File: src/hdl/eth_encap_defines.svh
// stream widths, header constants, delay length and fifo depths
`ifndef ETH_ENCAP_DEFINES_SVH
`define ETH_ENCAP_DEFINES_SVH

// stream geometry
`define ETH_DATA_W 64
`define ETH_KEEP_W 8

// header constants, host order
`define ETH_FTYPE_IP 16'h0800
`define IP_PROTO_UDP 8'd17

// beat that carries the last key byte
`define KEY_BEAT 4
`define DELAY_BEATS 12 // steer delay line, must cover KEY_BEAT plus class latency

`define HOLD_DEPTH_LOG2 9
`define BYPASS_DEPTH_LOG2 9
`define VERDICT_DEPTH_LOG2 3

`endif

File: src/hdl/eth_encap_pkg.sv
// stream beat and lookup key structs, verdict and state enums
`include "eth_encap_defines.svh"

package eth_encap_pkg;

	// one stream beat, 73 bits
	typedef struct packed {
		logic [`ETH_DATA_W-1:0] data;
		logic [`ETH_KEEP_W-1:0] keep;
		logic                   last;
	} axis_beat_t;

	// hash table key, network byte order
	typedef struct packed {
		logic [31:0] src_ip;
		logic [31:0] dst_ip;
		logic [15:0] dst_port;
		logic [15:0] src_port;
	} lookup_key_t;

	// any code other than drop lets the frame through
	typedef enum logic [3:0] {
		flag_pass = 4'd0,
		flag_drop = 4'd1
	} lookup_flag_e;

	typedef enum logic [1:0] {
		gate_idle,
		gate_release,
		gate_discard
	} gate_state_e;

	typedef enum logic [1:0] {
		merge_idle,
		merge_bypass,
		merge_udp
	} merge_state_e;

endpackage

File: src/hdl/sync_fifo.sv
// fall-through synchronous fifo with wrap-bit pointers
`timescale 1ns/100ps

module sync_fifo #(
	parameter int WIDTH      = 8,
	parameter int DEPTH_LOG2 = 4
) (
	input  logic             clk156,
	input  logic             eth_rst,
	input  logic             wr_en,
	input  logic [WIDTH-1:0] din,
	input  logic             rd_en,
	output logic [WIDTH-1:0] dout,
	output logic             empty,
	output logic             full
);

	logic [WIDTH-1:0]    mem [0:(1 << DEPTH_LOG2)-1];
	logic [DEPTH_LOG2:0] wr_ptr;
	logic [DEPTH_LOG2:0] rd_ptr;
	logic                do_wr;
	logic                do_rd;

	assign do_wr = wr_en && !full;
	assign do_rd = rd_en && !empty;

	assign empty = (wr_ptr == rd_ptr);
	// same slot, opposite lap
	assign full  = (wr_ptr[DEPTH_LOG2] != rd_ptr[DEPTH_LOG2]) &&
	               (wr_ptr[DEPTH_LOG2-1:0] == rd_ptr[DEPTH_LOG2-1:0]);

	assign dout = mem[rd_ptr[DEPTH_LOG2-1:0]]; // head word, valid while not empty

	always_ff @(posedge clk156) begin
		if (do_wr)
			mem[wr_ptr[DEPTH_LOG2-1:0]] <= din;
	end

	always_ff @(posedge clk156) begin
		if (eth_rst) begin
			wr_ptr <= '0;
			rd_ptr <= '0;
		end else begin
			if (do_wr)
				wr_ptr <= wr_ptr + 1'b1;
			if (do_rd)
				rd_ptr <= rd_ptr + 1'b1;
		end
	end

endmodule

File: src/hdl/udp_steer.sv
// fixed delay line with per-frame routing to hold or bypass path
`timescale 1ns/100ps
`include "eth_encap_defines.svh"

module udp_steer (
	input  logic                      clk156,
	input  logic                      eth_rst,
	input  logic                      rx_valid,
	input  eth_encap_pkg::axis_beat_t rx_beat,
	input  logic                      cls_valid,
	input  logic                      cls_udp,
	output logic                      hold_valid,
	output eth_encap_pkg::axis_beat_t hold_beat,
	output logic                      byp_valid,
	output eth_encap_pkg::axis_beat_t byp_beat
);

	logic [`DELAY_BEATS-1:0]   dly_valid;
	eth_encap_pkg::axis_beat_t dly_beat [`DELAY_BEATS];
	logic                      out_valid;
	eth_encap_pkg::axis_beat_t out_beat;
	logic                      in_frame;
	logic                      route_udp;
	logic                      cur_udp;
	logic                      cls_pop;
	logic                      cls_head;
	logic                      cls_empty;

	always_ff @(posedge clk156) begin
		if (eth_rst)
			dly_valid <= '0;
		else
			dly_valid <= {dly_valid[`DELAY_BEATS-2:0], rx_valid};
	end

	always_ff @(posedge clk156) begin
		dly_beat[0] <= rx_beat;
		for (int i = 1; i < `DELAY_BEATS; i++)
			dly_beat[i] <= dly_beat[i-1];
	end

	assign out_valid = dly_valid[`DELAY_BEATS-1];
	assign out_beat  = dly_beat[`DELAY_BEATS-1];

	// class is popped on the first beat out and held until last
	assign cls_pop = out_valid && !in_frame && !cls_empty;
	assign cur_udp = in_frame ? route_udp : (cls_head && !cls_empty);

	always_ff @(posedge clk156) begin
		if (eth_rst) begin
			in_frame  <= 1'b0;
			route_udp <= 1'b0;
		end else if (out_valid) begin
			if (out_beat.last) begin
				in_frame <= 1'b0;
			end else if (!in_frame) begin
				in_frame  <= 1'b1;
				route_udp <= cur_udp;
			end
		end
	end

	sync_fifo #(.WIDTH(1), .DEPTH_LOG2(2)) u_cls_fifo (
		.clk156 (clk156),
		.eth_rst(eth_rst),
		.wr_en  (cls_valid),
		.din    (cls_udp),
		.rd_en  (cls_pop),
		.dout   (cls_head),
		.empty  (cls_empty),
		.full   ()
	);

	assign hold_valid = out_valid && cur_udp;
	assign hold_beat  = out_beat;
	assign byp_valid  = out_valid && !cur_udp;
	assign byp_beat   = out_beat;

endmodule

File: config.mk
export PLATFORM = sky130hd
export DESIGN_NAME = udp_steer
export DESIGN_NICKNAME = d
export VERILOG_FILES = /design/src/hdl/eth_encap_pkg.sv /design/src/hdl/sync_fifo.sv /design/src/hdl/udp_steer.sv
export VERILOG_INCLUDE_DIRS = /design/src /design/src/hdl
export SDC_FILE = /design/constraint.sdc
export NUM_CORES = 1
export LEC_CHECK = 0
export ABC_AREA = 0
export BUFFER_PORTS_ARGS = -buffer_cell sky130_fd_sc_hd__buf_4
export CORE_ASPECT_RATIO = 0.9
export CORE_UTILIZATION = 55
export CTS_CLUSTER_DIAMETER = 150
export DETAILED_ROUTE_END_ITERATION = 16
export GPL_ROUTABILITY_DRIVEN = 0
export PLACE_DENSITY = 0.86
export RECOVER_POWER = 50
export SLEW_MARGIN = 20
export SYNTH_ARGS = -nofsm -noshare
export SYNTH_HDL_FRONTEND = slang
export SYNTH_SLANG_ARGS = --single-unit
File: constraint.sdc
create_clock -name clk156 -period 3.4 [get_ports clk156]
set_clock_uncertainty 0.2 [all_clocks]
set_input_delay 0.34 -clock clk156 [delete_from_list [all_inputs] [get_ports clk156]]
set_output_delay 0.34 -clock clk156 [all_outputs]
set_load 0.05 [all_outputs]
==> key figures <==
Routing
  • Residual DRC: 0
  • 1st-iter DRT viols: 253
  • 1st-pass router iterations: 5
  • Routed wire per std cell: 13.8 um
  • Post-Route WL: 26000 um
  • DR vias: 7468
  • DRT antenna net count: 0
  • Vias/cell: 3.97

Min path
  • Worst hold-check path type: flip-flop to flip-flop

Power and ir drop
  • P_int: 0.0164 W
  • P_leak: 10.5 nW
  • Switching pwr: 0.00419 W
  • Switching Share: 0.203
  • Sequential Power Share: 0.548
  • Clk pwr share: 0.420
  • Combinational power share: 0.032
  • P per Cell Area: 851 nW/um^2
  • Max VDD drop: 523 uV

CTS
  • Htree depth: 3
  • Clock buffer depth: 3
  • Root Buffer: clkbuf_16
  • # resized after CTS: 0
  • Clock Sinks: 902
  • Total CTS buffers: 77
  • Worst-path clk slew: 0.06 ns
  • CTS tree: done
  • Worst-Skew Late Latency: 0.57 ns

Placement
  • Pre-CTS setup slack: 1.30 ns
  • Dpl cells: 1663
  • DP Area: 20900 um^2
  • I/O Buffers: 225
  • Post-DP HPWL: 14100 um

Critical path
  • Worst Path Arrival: 2.22 ns
  • Worst-path maximum fanout: 8
  • CP peak stage delay: 0.53 ns
  • Startpoint Class: flip-flop
  • CP Capture Type: output pin
  • Crit-path cells: xor2_1 -> o311ai_0 -> a21boi_0 -> buf_4
  • Worst path bufs/invs: 1
  • Worst EP required: 2.86 ns
  • Largest delay share family, worst path: XOR/XNOR gates
  • Slowest CP cell: xor2_1
  • Crit Path Class: flip-flop to output pin

Yosys
  • Syn nets: 1200
  • Most frequent cell after synthesis: dfxtp_1
  • Post-synthesis area per instance: 17.7 um^2
  • Post-synth EDFFs: 4
  • Cell variety after synth: 34
  • Cell count after synthesis: 1117
  • Yosys warns: 0
  • Sequential-to-total area share from yosys stat: 0.917
  • Main synth FF type: dfxtp_1
  • Commonest cells post-synth: dfxtp_1, buf_4, nor2b_1, inv_1
  • Synth area leader: dfxtp_1
  • Number of synthesized register bits: 902
  • Mapped Area: 19700 um^2
  • Top cells by area, synth: dfxtp_1, buf_4, edfxtp_1, nor2b_1, ha_1
  • Top cell type's share of synthesized area: 0.911
  • Ys async rst share: 0

Global route
  • GRT met3 Usage: 0.0350
  • First-pass GRT wire length: 41100 um
  • Pin count of the biggest net entering global routing: 24
  • Vias in the first global route: 8162
  • Met1 Usage GRT: 0.145
  • GRT overflow: 0
  • GRT Max-Usage Layer: met2
  • Total GRT Usage: 0.145
  • Met2 usage: 0.278
  • Initial antenna violation count: 0

Timing
  • Hold_ws: 0.109 ns
  • Fmax achieved: 362 MHz
  • Fin crit period: 2.76 ns
  • Setup TNS: 0 ns
  • Slew Viols, Final: 0
  • Tightest Pin Transition: 0.610 ns
  • Relative slew slack: 0.592
  • RSZ-0062 raised after global routing: no
  • Hold Fails Final Rpt: 0
  • Post-route clock period utilization: 0.812
  • Final worst slack: 0.641 ns
  • Final setup vio count: 0

Floorplanning
  • # rows: 65
  • Initial core utilization: 0.560
  • Core Footprint: 35200 um^2
  • Die area: 36600 um^2
  • Die extent in y: 182 um
  • Width of the die: 202 um
  • I/O Pins: 226

Final layout
  • N_diodes: 0
  • Final instance area: 24200 um^2
  • Non-Filler Instances: 1882
  • Layout Nets: 1434
  • P&R area growth vs syn: 22.9%
  • Layout cell share with drive strength beyond 1: 0.251
  • Filler cells: 2180

Job
  • # Max-Cap Violations: 0

Status
  • Status: completed
## what timing repair did
item / CTS / global route
setup buffers: 0 / 0
setup endpoints to repair: 0 / 0
hold endpoints to repair: 93 / 0
hold buffers: 78 / 0
## cell usage in the layout, fill, tap and decap left out, drive strengths merged, types with 2 or more instances in the layout
master | netlist | final
dfxtp | 898 | 898
buf | 147 | 225
clkbuf | 1 | 111
dlygate4sd3 | 0 | 78
clkinv | 0 | 16
nor2b | 12 | 12
inv | 6 | 11
bufinv | 0 | 6
nand2 | 5 | 5
ha | 5 | 5
and2 | 4 | 4
nor2 | 4 | 4
edfxtp | 4 | 4
clkinvlp | 0 | 3
xor2 | 3 | 3
o311ai | 3 | 3
mux2 | 3 | 3
mux2i | 2 | 2
a311o | 2 | 2
a211oi | 2 | 2
o31ai | 2 | 2
o31a | 2 | 2
## worst reg2reg max path: stages, from the launching register on
cell and delay [ns]:
dfxtp_1 0.43, xor2_1 0.53, o311a_2 0.29, mux2_1 0.35
## metrics by stage
| stage | util | power (W) |
|---|---|---|
| floorplan | - | 0.0119 |
| global placement | 0.593 | 0.0121 |
| detailed placement | 0.593 | 0.0121 |
| CTS | 0.688 | 0.0208 |
| global route | 0.688 | 0.0214 |
| finish | 0.688 | 0.0206 |
## metal layers
layer	share of wire	vias to the layer above	wire length [um]
li1	-	3802	-
met1	0.37	3422	9680
met2	0.56	178	14700
met3	0.035	66	923
met4	0.028	0	733
met5	0	-	0
## path summary, 6_finish.rpt
path                                      startpoint          endpoint  slack (ns)  cells after the start
worst min register to register       dly_beat[2][94]  dly_beat[2][167]        0.11                      0
worst min-delay path                 dly_beat[2][94]  dly_beat[2][167]        0.11                      0
worst max-delay path            u_cls_fifo.wr_ptr[0]        hold_valid        0.64                      4
worst max register to register  u_cls_fifo.wr_ptr[0]         flip-flop        1.47                      3
## cell type report
class | count | area, um^2 | share of cell area
clock buffers | 111 | 2230 | 0.0919
clock inverters | 30 | 338 | 0.0139
inverters | 6 | 22.5 | 0.000929
multi-input cells | 61 | 502 | 0.0207
flip-flops and latches | 902 | 18100 | 0.746
well taps | 469 | 587 | 0.0242
repair buffers | 303 | 2470 | 0.102
## flip-flops by register name, indices dropped and copies added, names as in the netlist, named ones only
name / count
u_cls_fifo.wr_ptr: 3
u_cls_fifo.rd_ptr: 3
route_udp: 1
u_cls_fifo.mem: 4
dly_beat: 876
dly_valid: 12
in_frame: 1
## power by group through the flow
stage	Combinational (W)	Clock, W	Sequential, W
2_1_floorplan	0.000492	0	0.0115
3_3_place_gp	0.000572	0	0.0115
3_5_place_dp	0.000586	0	0.0115
4_1_cts	0.000662	0.00886	0.0113
5_1_grt	0.000682	0.00935	0.0113
6_report	0.000661	0.00866	0.0113
## cells by family (layout without fill, tap and decap cells)
logic type	count (synthesis)	after routing	synth area share
multiplexers	6	6	0.00406
buffers and inverters	154	450	0.0573
flip-flops	902	902	0.917
AO/OA/AOI/OAI	13	13	0.00615
XOR/XNOR	4	4	0.00216
AND/OR/NAND/NOR	33	33	0.00989
adder cells (fa/ha/maj)	5	5	0.00317
Power figures use the tool's default switching activity.
