**src/hdl/eth_encap_defines.svh**
```systemverilog
// stream widths, header constants, delay length and fifo depths
`ifndef ETH_ENCAP_DEFINES_SVH
`define ETH_ENCAP_DEFINES_SVH

// stream geometry
`define ETH_DATA_W 64
`define ETH_KEEP_W 8

// header constants, host order
`define ETH_FTYPE_IP 16'h0800
`define IP_PROTO_UDP 8'd17

// beat that carries the last key byte
`define KEY_BEAT 4
`define DELAY_BEATS 12 // steer delay line, must cover KEY_BEAT plus class latency

`define HOLD_DEPTH_LOG2 9
`define BYPASS_DEPTH_LOG2 9
`define VERDICT_DEPTH_LOG2 3

`endif

```
**src/hdl/eth_encap_pkg.sv**
```systemverilog
// stream beat and lookup key structs, verdict and state enums
`include "eth_encap_defines.svh"

package eth_encap_pkg;

	// one stream beat, 73 bits
	typedef struct packed {
		logic [`ETH_DATA_W-1:0] data;
		logic [`ETH_KEEP_W-1:0] keep;
		logic                   last;
	} axis_beat_t;

	// hash table key, network byte order
	typedef struct packed {
		logic [31:0] src_ip;
		logic [31:0] dst_ip;
		logic [15:0] dst_port;
		logic [15:0] src_port;
	} lookup_key_t;

	// any code other than drop lets the frame through
	typedef enum logic [3:0] {
		flag_pass = 4'd0,
		flag_drop = 4'd1
	} lookup_flag_e;

	typedef enum logic [1:0] {
		gate_idle,
		gate_release,
		gate_discard
	} gate_state_e;

	typedef enum logic [1:0] {
		merge_idle,
		merge_bypass,
		merge_udp
	} merge_state_e;

endpackage

```
**src/hdl/udp_hdr_parser.sv**
```systemverilog
// header parser: beat counter, key capture, lookup request and frame class
`timescale 1ns/100ps
`include "eth_encap_defines.svh"

module udp_hdr_parser (
	input  logic                       clk156,
	input  logic                       eth_rst,
	input  logic                       rx_valid,
	input  eth_encap_pkg::axis_beat_t  rx_beat,
	output logic                       lookup_valid,
	output eth_encap_pkg::lookup_key_t lookup_key,
	output logic                       cls_valid,
	output logic                       cls_udp
);

	logic [9:0]             beat_cnt;
	logic [15:0]            ftype_q;
	logic [7:0]             proto_q;
	logic [`ETH_DATA_W-1:0] d;
	logic                   is_udp;

	assign d = rx_beat.data;
	assign is_udp = (ftype_q == `ETH_FTYPE_IP) && (proto_q == `IP_PROTO_UDP);

	// beat index within the frame
	always_ff @(posedge clk156) begin
		if (eth_rst) begin
			beat_cnt <= '0;
		end else if (rx_valid) begin
			if (rx_beat.last)
				beat_cnt <= '0;
			else if (beat_cnt != '1) // saturate so long frames never hit KEY_BEAT again
				beat_cnt <= beat_cnt + 1'b1;
		end
	end

	// lane n of beat b is frame byte 8*b+n, fields swapped to network order
	always_ff @(posedge clk156) begin
		if (rx_valid) begin
			case (beat_cnt)
				10'd1: ftype_q <= {d[39:32], d[47:40]}; // bytes 12-13
				10'd2: proto_q <= d[63:56];             // byte 23
				10'd3: begin
					lookup_key.src_ip         <= {d[23:16], d[31:24], d[39:32], d[47:40]};
					lookup_key.dst_ip[31:16]  <= {d[55:48], d[63:56]};
				end
				10'd4: begin
					lookup_key.dst_ip[15:0]   <= {d[7:0], d[15:8]};
					lookup_key.src_port       <= {d[23:16], d[31:24]};
					lookup_key.dst_port       <= {d[39:32], d[47:40]};
				end
				default: ;
			endcase
		end
	end

	// one class pulse per frame, key only for udp
	always_ff @(posedge clk156) begin
		if (eth_rst) begin
			lookup_valid <= 1'b0;
			cls_valid    <= 1'b0;
			cls_udp      <= 1'b0;
		end else begin
			lookup_valid <= 1'b0;
			cls_valid    <= 1'b0;
			if (rx_valid && beat_cnt == `KEY_BEAT) begin
				lookup_valid <= is_udp;
				cls_valid    <= 1'b1;
				cls_udp      <= is_udp;
			end else if (rx_valid && rx_beat.last && beat_cnt < `KEY_BEAT) begin
				cls_valid <= 1'b1; // short frame, never udp
				cls_udp   <= 1'b0;
			end
		end
	end

endmodule

```
**config.mk**
```make
export PLATFORM = sky130hd
export DESIGN_NAME = udp_hdr_parser
export DESIGN_NICKNAME = d
export VERILOG_FILES = /design/src/hdl/eth_encap_pkg.sv /design/src/hdl/udp_hdr_parser.sv
export VERILOG_INCLUDE_DIRS = /design/src /design/src/hdl
export SDC_FILE = /design/constraint.sdc
export NUM_CORES = 1
export LEC_CHECK = 0
export BUFFER_PORTS_ARGS = -buffer_cell sky130_fd_sc_hd__buf_2
export CORE_MARGIN = 2
export CORE_UTILIZATION = 50
export DETAILED_ROUTE_END_ITERATION = 16
export PLACE_DENSITY = 0.82
export SLEW_MARGIN = 20
export SYNTH_ARGS = -nofsm -noshare
export SYNTH_HDL_FRONTEND = slang
export SYNTH_SLANG_ARGS = --single-unit
export TNS_END_PERCENT = 100
```
**constraint.sdc**
```tcl
create_clock -name clk156 -period 7.1 [get_ports clk156]
set_input_delay 1.42 -clock clk156 [delete_from_list [all_inputs] [get_ports clk156]]
set_output_delay 1.42 -clock clk156 [all_outputs]
set_load 0.01 [all_outputs]
```
==> impl_metrics.ini, run 1 <==
[finish]
fillerInstances = 581
post-route-cell-area_um2 = 5989
layout-area-overhead-vs-synth_pct = 35.15
antennaDiodeCount = 0
final_layout_size_suffix_gt1_share_pct = 49.52
num-nets-final = 485

[cts]
path_clk_slew_ps = 60
cts_root_buf = sky130_fd_sc_hd__clkbuf_8
cts_setup_buffers = 0
clkLatencyLatePin_ps = 510
cts_buffer_depth = 2
cts_buffers = 17
cts_tree = yes
cts_hold_buf = 0
post_cts_resize_count = 0
clock_tree.htree_level_count = 4
cts.sink_count = 133

[synthesis]
ys.warnings.count = 0
synth_enable_flop_cells = 120
synth_mux_area_share_pct = 0
yosys_register_bits = 133
ys_types = 37
synth-compound-area-share_pct = 3.444
syn-cell-area_um2 = 4432
synthCells = 224
asyncSetResetFlopFracSynth_pct = 0
simple_gate_area_share_of_the_yosys_netlist_pct = 7.199
yosys.area_share.xor_xnor_pct = 0
synth_fa_ha_area_share_pct = 1.129
postSynth.topFlopCell = sky130_fd_sc_hd__edfxtp_1
postSynthNetCount = 304
synth.yosys.seq_area_share_pct = 87.18
avgSynthCellArea_um2 = 19.78
synth_top_family_by_area = simple AND/OR/NAND/NOR gates

[critical_path]
path_delay_family = simple AND/OR/NAND/NOR gates
worst_ep_required_time_ps = 7250
worstSetupStartpointType = input pin
critPathSlowestCell = sky130_fd_sc_hd__buf_4
timing.critical_path.arrival_ps = 3220
max_stage_delay_ps = 510
critPathKind = in -> reg
worstPathCellList = buf_2, nor4b_1, nand2_1, nor2_1, and2_2, buf_4
reg2reg_slack_ps = 4670
worstPathBufferInverterCount = 2
endpoint_kind = flop
critical_path_peak_fanout = 40

[global_routing]
remaining_global_route_overflow = 0
antenna_violations_before_repair = 0
grt_first_pass_wirelength_mm = 14.12
grt_start_max_net_pins = 41
number_of_global_route_vias_before_repair = 2806
grt_util_all_layers_pct = 19.48

[sta]
whs_ps = 514.7
tightestPinTransition_ps = 719.4
post_route_skew_ps = 4.712
drv_slew = 0
timing.final.crit_period_ps = 3071
final_min_period_over_clock_period_pct = 43.26
finalSetupViolCount = 0
worst_slew_margin_rel_pct = 52.04
setup-tns-final_ps = 0
setup_repair_after_global_routing_missed_its_margin = false
timing_hold_violations_final = 0
max_freq_ghz = 0.3256

[power_and_ir_drop]
power_frac_clock_pct = 49.4
combinationalPowerShare_pct = 1.9
internal-power_w = 0.001414
seq_power_share_pct = 48.6
netSwitchingFraction_pct = 19.88
irDropWorstVdd_mv = 0.2114
p_leak_nw = 2.281
pwr_per_cell_area_nw_per_um2 = 294.7
total_net_switching_power_w = 0.0003508
design_power_total_w = 0.001765

[place]
dp_hpwl_mm = 6.154
placed_cell_area_um2 = 5394
port-buffer-count = 166
gp_congestion = 0.7869

[drt]
wire_per_inst_um = 17.08
post-route-drc-count = 0
detail_route.iter0.violations = 116
dr_total_vias = 2718
number_of_search_and_repair_iterations_in_the_first_detailed_routing_pass = 4
wirelength_mm = 8.986
route.detailed.vias_per_inst = 5.167
drt.antenna.violating_nets = 0

[die]
width_of_the_chip_um = 98.15
initial_core_util_pct = 51.07
fp-row-count = 34
ios = 175
design.core.area_um2 = 8678
die_area_um2 = 9632
die_h_um = 98.15

[worst_hold_path]
timing.hold.worst.class = reg -> reg

[job]
maxCapViolations = 0

[outcome]
outcome = completed
==> sequential cells by signal, indices dropped and copies added, names as in the netlist <==
register and count:
lookup_key 96, ftype_q 16, beat_cnt 10, proto_q 8
cls_udp 1, cls_valid 1, lookup_valid 1
==> area by class of cell <==
cell class	instances	area (um^2)	share of cell area [%]
clock buffers	19	421.7	7.040
clock inverters	13	173.9	2.904
inverters	5	18.77	0.3133
multi-input cells	80	530.5	8.857
flip-flops and latches	133	3864	64.51
well taps	108	135.1	2.256
repair buffers	168	845.8	14.12
==> worst register-to-register path, cell delays in order (launching register included) <==
cell                      delay [ps]
sky130_fd_sc_hd__dfxtp_1         390
sky130_fd_sc_hd__nor4b_1         360
sky130_fd_sc_hd__nand2_1         250
sky130_fd_sc_hd__nor2_1          200
sky130_fd_sc_hd__and2_2          320
sky130_fd_sc_hd__buf_4           510
==> path summary, 6_finish.rpt <==
| check | to | from | depth (start not counted) |
|---|---|---|---|
| max | lookup_key[78]$_DFFE_PP_ | rx_valid | 6 |
| min | beat_cnt[4]$_SDFFE_PP0P_ | beat_cnt[4]$_SDFFE_PP0P_ | 1 |
| max reg2reg | lookup_key[78]$_DFFE_PP_ | beat_cnt[6]$_SDFFE_PP0P_ | 5 |
| min reg2reg | beat_cnt[4]$_SDFFE_PP0P_ | beat_cnt[4]$_SDFFE_PP0P_ | 1 |
==> cell families after synthesis <==
family | count (synthesis)
flip-flops | 133
AND/OR/NAND/NOR | 54
AO/OA/AOI/OAI | 22
buffers and inverters | 11
adder cells (fa/ha/maj) | 4
==> layer usage <==
| layer | share of wire [%] | GRT usage (%) |
|---|---|---|
| met3 | 11 | 9.807 |
| met1 | 38 | 23.02 |
| met5 | 0 | 0 |
| met4 | 2.2 | 8.219 |
| met2 | 48 | 30.51 |
==> stage by stage <==
| stage | worst slack [ps] | util (%) | instances |
|---|---|---|---|
| after global placement | 3625 | 62.15 | 494 |
| after detailed placement | 3560 | 62.15 | 494 |
| after floorplan | 2552 | - | 224 |
| final | 4029 | 69.02 | 526 |
| after global routing | 3864 | 69.02 | 526 |
| after CTS | 4032 | 69.02 | 526 |
==> Yosys cell counts (5+ instances only) <==
master / number / area, um^2
sky130_fd_sc_hd__nor2_1: 8 / 30.03
sky130_fd_sc_hd__a31oi_1: 5 / 31.28
sky130_fd_sc_hd__inv_1: 5 / 18.77
sky130_fd_sc_hd__dfxtp_1: 13 / 260.3
sky130_fd_sc_hd__nor4_1: 6 / 37.54
sky130_fd_sc_hd__edfxtp_1: 120 / 3603
sky130_fd_sc_hd__nand2_1: 6 / 22.52
==> placed cells by master, fill, tap and decap left out, drive strengths merged, types with 2 or more instances in the layout <==
master	netlist	layout
buf	4	168
edfxtp	120	120
bufinv	0	3
nand4	4	4
o21ai	4	4
ha	4	4
nor2	8	8
nand2	6	6
clkinv	0	4
inv	5	9
clkinvlp	0	2
nand3	4	4
and2	4	4
or3	3	3
clkbuf	2	19
nor4	6	6
a21oi	4	4
nor3	4	4
nand2b	4	4
nor4b	4	4
dfxtp	13	13
a31oi	5	5
==> power by group through the flow <==
stage / Clock [W] / Sequential, W / Combinational (W)
after floorplan: 0 / 0.000875 / 0.00000797
final: 0.000873 / 0.000858 / 0.0000340
after global placement: 0 / 0.000875 / 0.0000318
after CTS: 0.000885 / 0.000858 / 0.0000341
after global routing: 0.000915 / 0.000858 / 0.0000380
after detailed placement: 0 / 0.000875 / 0.0000338
Note: power is estimated with default switching activity, not from simulation.
==> inputs of run 2 (changes only) <==
--- a/config.mk
+++ b/config.mk
@@ -6,11 +6,12 @@
 export SDC_FILE = /design/constraint.sdc
 export NUM_CORES = 1
 export LEC_CHECK = 0
+export ABC_AREA = 1
 export BUFFER_PORTS_ARGS = -buffer_cell sky130_fd_sc_hd__buf_2
 export CORE_MARGIN = 2
-export CORE_UTILIZATION = 50
+export CORE_UTILIZATION = 43
 export DETAILED_ROUTE_END_ITERATION = 16
-export PLACE_DENSITY = 0.82
+export PLACE_DENSITY = 0.75
 export SLEW_MARGIN = 20
 export SYNTH_ARGS = -nofsm -noshare
 export SYNTH_HDL_FRONTEND = slang
==> constraint.sdc (replaced) <==
create_clock -name clk156 -period 2.6 [get_ports clk156]
set_input_delay 0.52 -clock clk156 [delete_from_list [all_inputs] [get_ports clk156]]
set_output_delay 0.52 -clock clk156 [all_outputs]
set_load 0.01 [all_outputs]
==> impl_metrics.ini, run 2 <==
[outcome]
outcome = completed

[sta]
timing_hold_violations_final = 0
tightestPinTransition_ps = 420.0
finalWorstSetupSlack_ps = 733.1
finalSetupViolCount = 0
worst_slew_margin_rel_pct = 72.00
setup_repair_after_global_routing_missed_its_margin = false
setup-tns-final_ps = 0
timing.final.crit_period_ps = 1867
drv_slew = 0
final_min_period_over_clock_period_pct = 71.80
post_route_skew_ps = 10.64
max_freq_ghz = 0.5357

[synthesis]
yosys_register_bits = 133
top_post_synthesis_cells_by_count = sky130_fd_sc_hd__edfxtp_1 (120), sky130_fd_sc_hd__nor2_1 (36), sky130_fd_sc_hd__nand2_1 (32)
postSynth.topFlopCell = sky130_fd_sc_hd__edfxtp_1
synth.yosys.seq_area_share_pct = 85.73
netlist_top_cells_area = sky130_fd_sc_hd__edfxtp_1 (80%), sky130_fd_sc_hd__dfxtp_1 (5.8%), sky130_fd_sc_hd__nor2_1 (3.0%)
yosysMostFrequentCell = sky130_fd_sc_hd__edfxtp_1
synthDominantCellAreaShare_pct = 79.96
ys_types = 20
postSynthNetCount = 350
avgSynthCellArea_um2 = 16.69
synth_enable_flop_cells = 120
ys.warnings.count = 0
synthCells = 270
asyncSetResetFlopFracSynth_pct = 0
syn-cell-area_um2 = 4507
synth_top_area_cell = sky130_fd_sc_hd__edfxtp_1

[finish]
top_regs = lookup_key (96), ftype_q (16), beat_cnt (10)
highest_count_cells_in_the_layout_ignoring_fill_and_taps = sky130_fd_sc_hd__buf_2 (166), sky130_fd_sc_hd__edfxtp_1 (120), sky130_fd_sc_hd__nor2_1 (35)
antennaDiodeCount = 0
largest_register = lookup_key
mostFrequentLayoutCell = sky130_fd_sc_hd__buf_2
final_layout_size_suffix_gt1_share_pct = 44.92
layout-area-overhead-vs-synth_pct = 35.62
largest_register_ff_count = 96
num-nets-final = 539

[power_and_ir_drop]
irDropWorstVdd_mv = 0.3528
pwr_per_cell_area_nw_per_um2 = 759.4
internal-power_w = 0.003620
seq_power_share_pct = 50.8
combinationalPowerShare_pct = 2.8
design_power_total_w = 0.004642
netSwitchingFraction_pct = 22.01
total_net_switching_power_w = 0.001022
power_frac_clock_pct = 46.4
p_leak_nw = 2.467

[drt]
dr_total_vias = 2817
detail_route.iter0.violations = 149
drt.antenna.violating_nets = 0
number_of_search_and_repair_iterations_in_the_first_detailed_routing_pass = 4
wire_per_inst_um = 15.20
wirelength_mm = 9.241
route.detailed.vias_per_inst = 4.633
post-route-drc-count = 0

[place]
pre_cts_ws_ps = 372.8
port-buffer-count = 166
dp_hpwl_mm = 6.668
gp_congestion = 0.8382

[cts]
cts.sink_count = 133
cts_root_buf = sky130_fd_sc_hd__clkbuf_8
path_clk_slew_ps = 70
cts_setup_buffers = 0
cts_tree = yes
clkLatencyLatePin_ps = 510
cts_buffer_depth = 2
cts_buffers = 17
cts_hold_buf = 0
clock_tree.htree_level_count = 4
post_cts_resize_count = 0

[critical_path]
reg2reg_slack_ps = 730
r2r-start = beat_cnt[5]$_SDFFE_PP0P_
endpoint_kind = flop
critical_path_peak_fanout = 32
r2r_end = lookup_key[52]$_DFFE_PP_
worst_ep_required_time_ps = 2760
critPathKind = reg -> reg
worstSetupStartpointType = flop
timing.critical_path.arrival_ps = 2030
ff2ff_path_depth = 4

[die]
design.core.area_um2 = 10230
die_area_um2 = 11320
fp-row-count = 37
initial_core_util_pct = 44.05
width_of_the_chip_um = 106.4
ios = 175
die_h_um = 106.4

[worst_hold_path]
min-delay-start = rx_beat[14]
hold-path-endpoint = lookup_key[45]$_DFFE_PP_
whs_path_depth = 1
timing.hold.worst.class = in -> reg

[global_routing]
remaining_global_route_overflow = 0
number_of_global_route_vias_before_repair = 2683
grt_start_max_net_pins = 33
antenna_violations_before_repair = 0
grt_first_pass_wirelength_mm = 13.82
grt_util_all_layers_pct = 16.80

[job]
maxCapViolations = 0
==> run 2: cell count changes in the layout (fill, tap and decap cells not counted), moves of 3 or more <==
cell / previous run / this run
sky130_fd_sc_hd__nor2_1: 7 / 35
sky130_fd_sc_hd__nand2_1: 6 / 32
sky130_fd_sc_hd__inv_1: 5 / 22
sky130_fd_sc_hd__nand3_1: 3 / 16
sky130_fd_sc_hd__nor4_1: 6 / 0
sky130_fd_sc_hd__a31oi_1: 5 / 0
sky130_fd_sc_hd__buf_4: 2 / 6
sky130_fd_sc_hd__nor3_1: 4 / 0
sky130_fd_sc_hd__nor4b_1: 4 / 0
sky130_fd_sc_hd__and2_1: 3 / 0
sky130_fd_sc_hd__bufinv_16: 3 / 0
sky130_fd_sc_hd__inv_6: 3 / 6
sky130_fd_sc_hd__inv_8: 1 / 4
sky130_fd_sc_hd__nand2b_1: 4 / 1
==> run 2: layout make-up <==
type                    instances  area (um^2)
fillers                       786         4119
flip-flops and latches        133         3864
repair buffers                172        875.8
multi-input cells             111        561.8
clock buffers                  17        414.1
well taps                     136        170.2
clock inverters                15        136.4
inverters                      24        90.09
==> run 2: cell families after synthesis <==
| logic type | synth area share (%) |
|---|---|
| compound gates | 0.9994 |
| fa+ha+maj | 1.111 |
| buf+inv | 2.332 |
| flops | 85.73 |
| simple gates | 9.828 |
==> run 2: how the worst max path moves through the flow <==
| stage | from | end | slack, ps | cells after the start |
|---|---|---|---|---|
| detailed placement | rx_valid | lookup_key[56]$_DFFE_PP_ | 370 | 4 |
| floorplan | rx_valid | lookup_key[0]$_DFFE_PP_ | 110 | 2 |
| global route | beat_cnt[5]$_SDFFE_PP0P_ | lookup_key[52]$_DFFE_PP_ | 570 | 4 |
| CTS | beat_cnt[5]$_SDFFE_PP0P_ | lookup_key[52]$_DFFE_PP_ | 740 | 4 |
| global placement | rx_valid | lookup_key[54]$_DFFE_PP_ | 440 | 4 |
| finish | beat_cnt[5]$_SDFFE_PP0P_ | lookup_key[52]$_DFFE_PP_ | 730 | 4 |
==> run 2: worst max-delay path, cell delays in order, from the launching register on <==
cell and delay (ps):
sky130_fd_sc_hd__dfxtp_1 330, sky130_fd_sc_hd__nor2_1 120, sky130_fd_sc_hd__nand4_1 340, sky130_fd_sc_hd__nor3b_4 290
sky130_fd_sc_hd__buf_4 410
==> run 2: per-stage QoR <==
stage                     util [%]  area, um^2  hold WS, ps  std cells
after global routing         59.74        6112        150.0        608
after floorplan                  -        4521        474.8        270
after detailed placement     54.36        5562        458.7        576
final                        59.74        6112        181.0        608
after CTS                    59.74        6112        149.7        608
after global placement       54.36        5562        466.6        576
==> run 2: per-layer routing <==
layer | wire length (um) | global-route usage (%)
met1 | 3433 | 17.83
met2 | 5034 | 30.13
met3 | 674 | 6.070
met4 | 99 | 6.861
met5 | 0 | 0
==> run 2: power groups by stage <==
stage                     clock [W]  sequential, W  combinational (W)
after floorplan                   0        0.00241          0.0000406
after global placement            0        0.00240           0.000125
after detailed placement          0        0.00240           0.000131
after CTS                   0.00220        0.00236           0.000132
after global routing        0.00229        0.00236           0.000147
final                       0.00215        0.00236           0.000131
==> inputs of run 3 (changes only) <==
--- a/config.mk
+++ b/config.mk
@@ -9,9 +9,9 @@
 export ABC_AREA = 1
 export BUFFER_PORTS_ARGS = -buffer_cell sky130_fd_sc_hd__buf_2
 export CORE_MARGIN = 2
-export CORE_UTILIZATION = 43
+export CORE_UTILIZATION = 48
 export DETAILED_ROUTE_END_ITERATION = 16
-export PLACE_DENSITY = 0.75
+export PLACE_DENSITY = 0.79
 export SLEW_MARGIN = 20
 export SYNTH_ARGS = -nofsm -noshare
 export SYNTH_HDL_FRONTEND = slang
==> constraint.sdc (replaced) <==
create_clock -name clk156 -period 1.9 [get_ports clk156]
set_input_delay 0.38 -clock clk156 [delete_from_list [all_inputs] [get_ports clk156]]
set_output_delay 0.38 -clock clk156 [all_outputs]
set_load 0.01 [all_outputs]
==> impl_metrics.ini, run 3 (synthesized netlist as in run 2, its figures left out) <==
[cts]
cts_root_buf = sky130_fd_sc_hd__clkbuf_8
cts_buffer_depth = 2
clkLatencyLatePin_ps = 500
cts_setup_buffers = 0
clock_tree.htree_level_count = 4
cts_hold_buf = 0
path_clk_slew_ps = 60
post_cts_resize_count = 0
cts.sink_count = 133
cts_tree = yes
cts_buffers = 17

[critical_path]
path_delay_family = simple AND/OR/NAND/NOR gates
max_stage_delay_ps = 410
timing.critical_path.arrival_ps = 2090
critPathKind = reg -> reg
reg2reg_slack_ps = 240
worstPathBufferInverterCount = 1
r2r-start = beat_cnt[0]$_SDFFE_PP0P_
critPathSlowestCell = sky130_fd_sc_hd__dfxtp_1
critical_path_peak_fanout = 7
endpoint_kind = flop
worstPathCellList = ha_1, nand2_2, nor2_4, nand4_2, nand2_1, inv_1, a21oi_1
worstSetupStartpointType = flop
r2r_end = beat_cnt[9]$_SDFFE_PP0P_
ff2ff_path_depth = 7
worst_ep_required_time_ps = 2330

[finish]
largest_register_ff_count = 96
mostFrequentLayoutCell = sky130_fd_sc_hd__buf_2
largest_register = lookup_key
final_core_util_pct = 67.14
layout-area-overhead-vs-synth_pct = 36.34
num-nets-final = 542
final_layout_size_suffix_gt1_share_pct = 45.26
highest_count_cells_in_the_layout_ignoring_fill_and_taps = sky130_fd_sc_hd__buf_2 (166), sky130_fd_sc_hd__edfxtp_1 (120), sky130_fd_sc_hd__nor2_1 (35)
antennaDiodeCount = 0
top_regs = lookup_key (96), ftype_q (16), beat_cnt (10)

[sta]
finalSetupViolCount = 0
tightestPinTransition_ps = 286.9
drv_slew = 0
setup-tns-final_ps = 0
worst_slew_margin_rel_pct = 80.75
setup_repair_after_global_routing_missed_its_margin = false
max_freq_ghz = 0.6021
timing_hold_violations_final = 0
timing.final.crit_period_ps = 1661
post_route_skew_ps = 5.809
whs_ps = 52.23
final_min_period_over_clock_period_pct = 87.42

[global_routing]
number_of_global_route_vias_before_repair = 2702
grt_start_max_net_pins = 47
remaining_global_route_overflow = 0
antenna_violations_before_repair = 0
grt_first_pass_wirelength_mm = 13.28
grt_util_all_layers_pct = 17.65

[drt]
wire_per_inst_um = 15.43
post-route-drc-count = 0
route.detailed.vias_per_inst = 4.843
dr_total_vias = 2838
drt.antenna.violating_nets = 0
number_of_search_and_repair_iterations_in_the_first_detailed_routing_pass = 4
detail_route.iter0.violations = 152
wirelength_mm = 9.042

[die]
die_area_um2 = 10180
width_of_the_chip_um = 100.9
design.core.area_um2 = 9153
die_h_um = 100.9
ios = 175
initial_core_util_pct = 49.24
fp-row-count = 35

[place]
dp_hpwl_mm = 6.692
gp_congestion = 0.8590
port-buffer-count = 166

[job]
maxCapViolations = 0

[power_and_ir_drop]
irDropWorstVdd_mv = 0.5736
pwr_per_cell_area_nw_per_um2 = 1031
p_leak_nw = 2.496

[worst_hold_path]
min-delay-start = rx_beat[64]
hold-path-endpoint = lookup_key[63]$_DFFE_PP_
timing.hold.worst.class = in -> reg
whs_path_depth = 1

[outcome]
outcome = completed
-- run 3: changes by cell type in the layout (fill, tap and decap cells not counted), sizes merged --
cell | previous run | this run
buf | 172 | 175
clkinv | 3 | 9
clkinvlp | 4 | 2
inv | 32 | 28
-- run 3: stage by stage --
stage	instances	setup slack (ps)	instance area (um^2)	power, W
detailed placement	554	255.5	5590	0.003475
global placement	554	311.0	5590	0.003462
floorplan	270	-489.9	4521	0.003349
global route	586	63.09	6145	0.006527
CTS	586	239.2	6145	0.006385
finish	586	239.1	6145	0.006336
-- run 3: worst max path at each step --
stage | cells past startpoint | startpoint | slack (ps) | endpoint
floorplan | 3 | beat_cnt[4]$_SDFFE_PP0P_ | -490 | lookup_key[48]$_DFFE_PP_
global placement | 5 | rx_valid | 310 | ftype_q[12]$_DFFE_PP_
detailed placement | 5 | rx_valid | 260 | ftype_q[7]$_DFFE_PP_
CTS | 7 | beat_cnt[0]$_SDFFE_PP0P_ | 240 | beat_cnt[9]$_SDFFE_PP0P_
global route | 7 | beat_cnt[0]$_SDFFE_PP0P_ | 60 | beat_cnt[9]$_SDFFE_PP0P_
finish | 7 | beat_cnt[0]$_SDFFE_PP0P_ | 240 | beat_cnt[9]$_SDFFE_PP0P_
-- run 3: per-layer routing --
metal / wire, um / global-route usage (%)
met1: 3235 / 18.25
met4: 122 / 6.549
met2: 5029 / 32.87
met5: 0 / 0
met3: 655 / 5.964
-- run 3: power by group --
part	internal, W	leakage (nW)	switching (W)
Clock	0.00166	0.268	0.00127
Combinational	0.0000833	1.04	0.000102
Sequential	0.00322	1.19	0.0000113
Total	0.00496	2.50	0.00138
-- run 3: layout make-up --
type	instances	area, um^2
Inverter	24	90.09
Tap cell	111	138.9
Fill cell	602	3008
Clock buffer	17	414.1
Multi-Input combinational cell	111	561.8
Timing Repair Buffer	175	935.9
Sequential cell	133	3864
Clock inverter	15	140.1
-- run 3: worst register-to-register path: stages (launching register included) --
cell and delay (ps):
sky130_fd_sc_hd__dfxtp_1 410, sky130_fd_sc_hd__ha_1 230, sky130_fd_sc_hd__nand2_2 100, sky130_fd_sc_hd__nor2_4 160
sky130_fd_sc_hd__nand4_2 200, sky130_fd_sc_hd__nand2_1 260, sky130_fd_sc_hd__inv_1 100, sky130_fd_sc_hd__a21oi_1 140
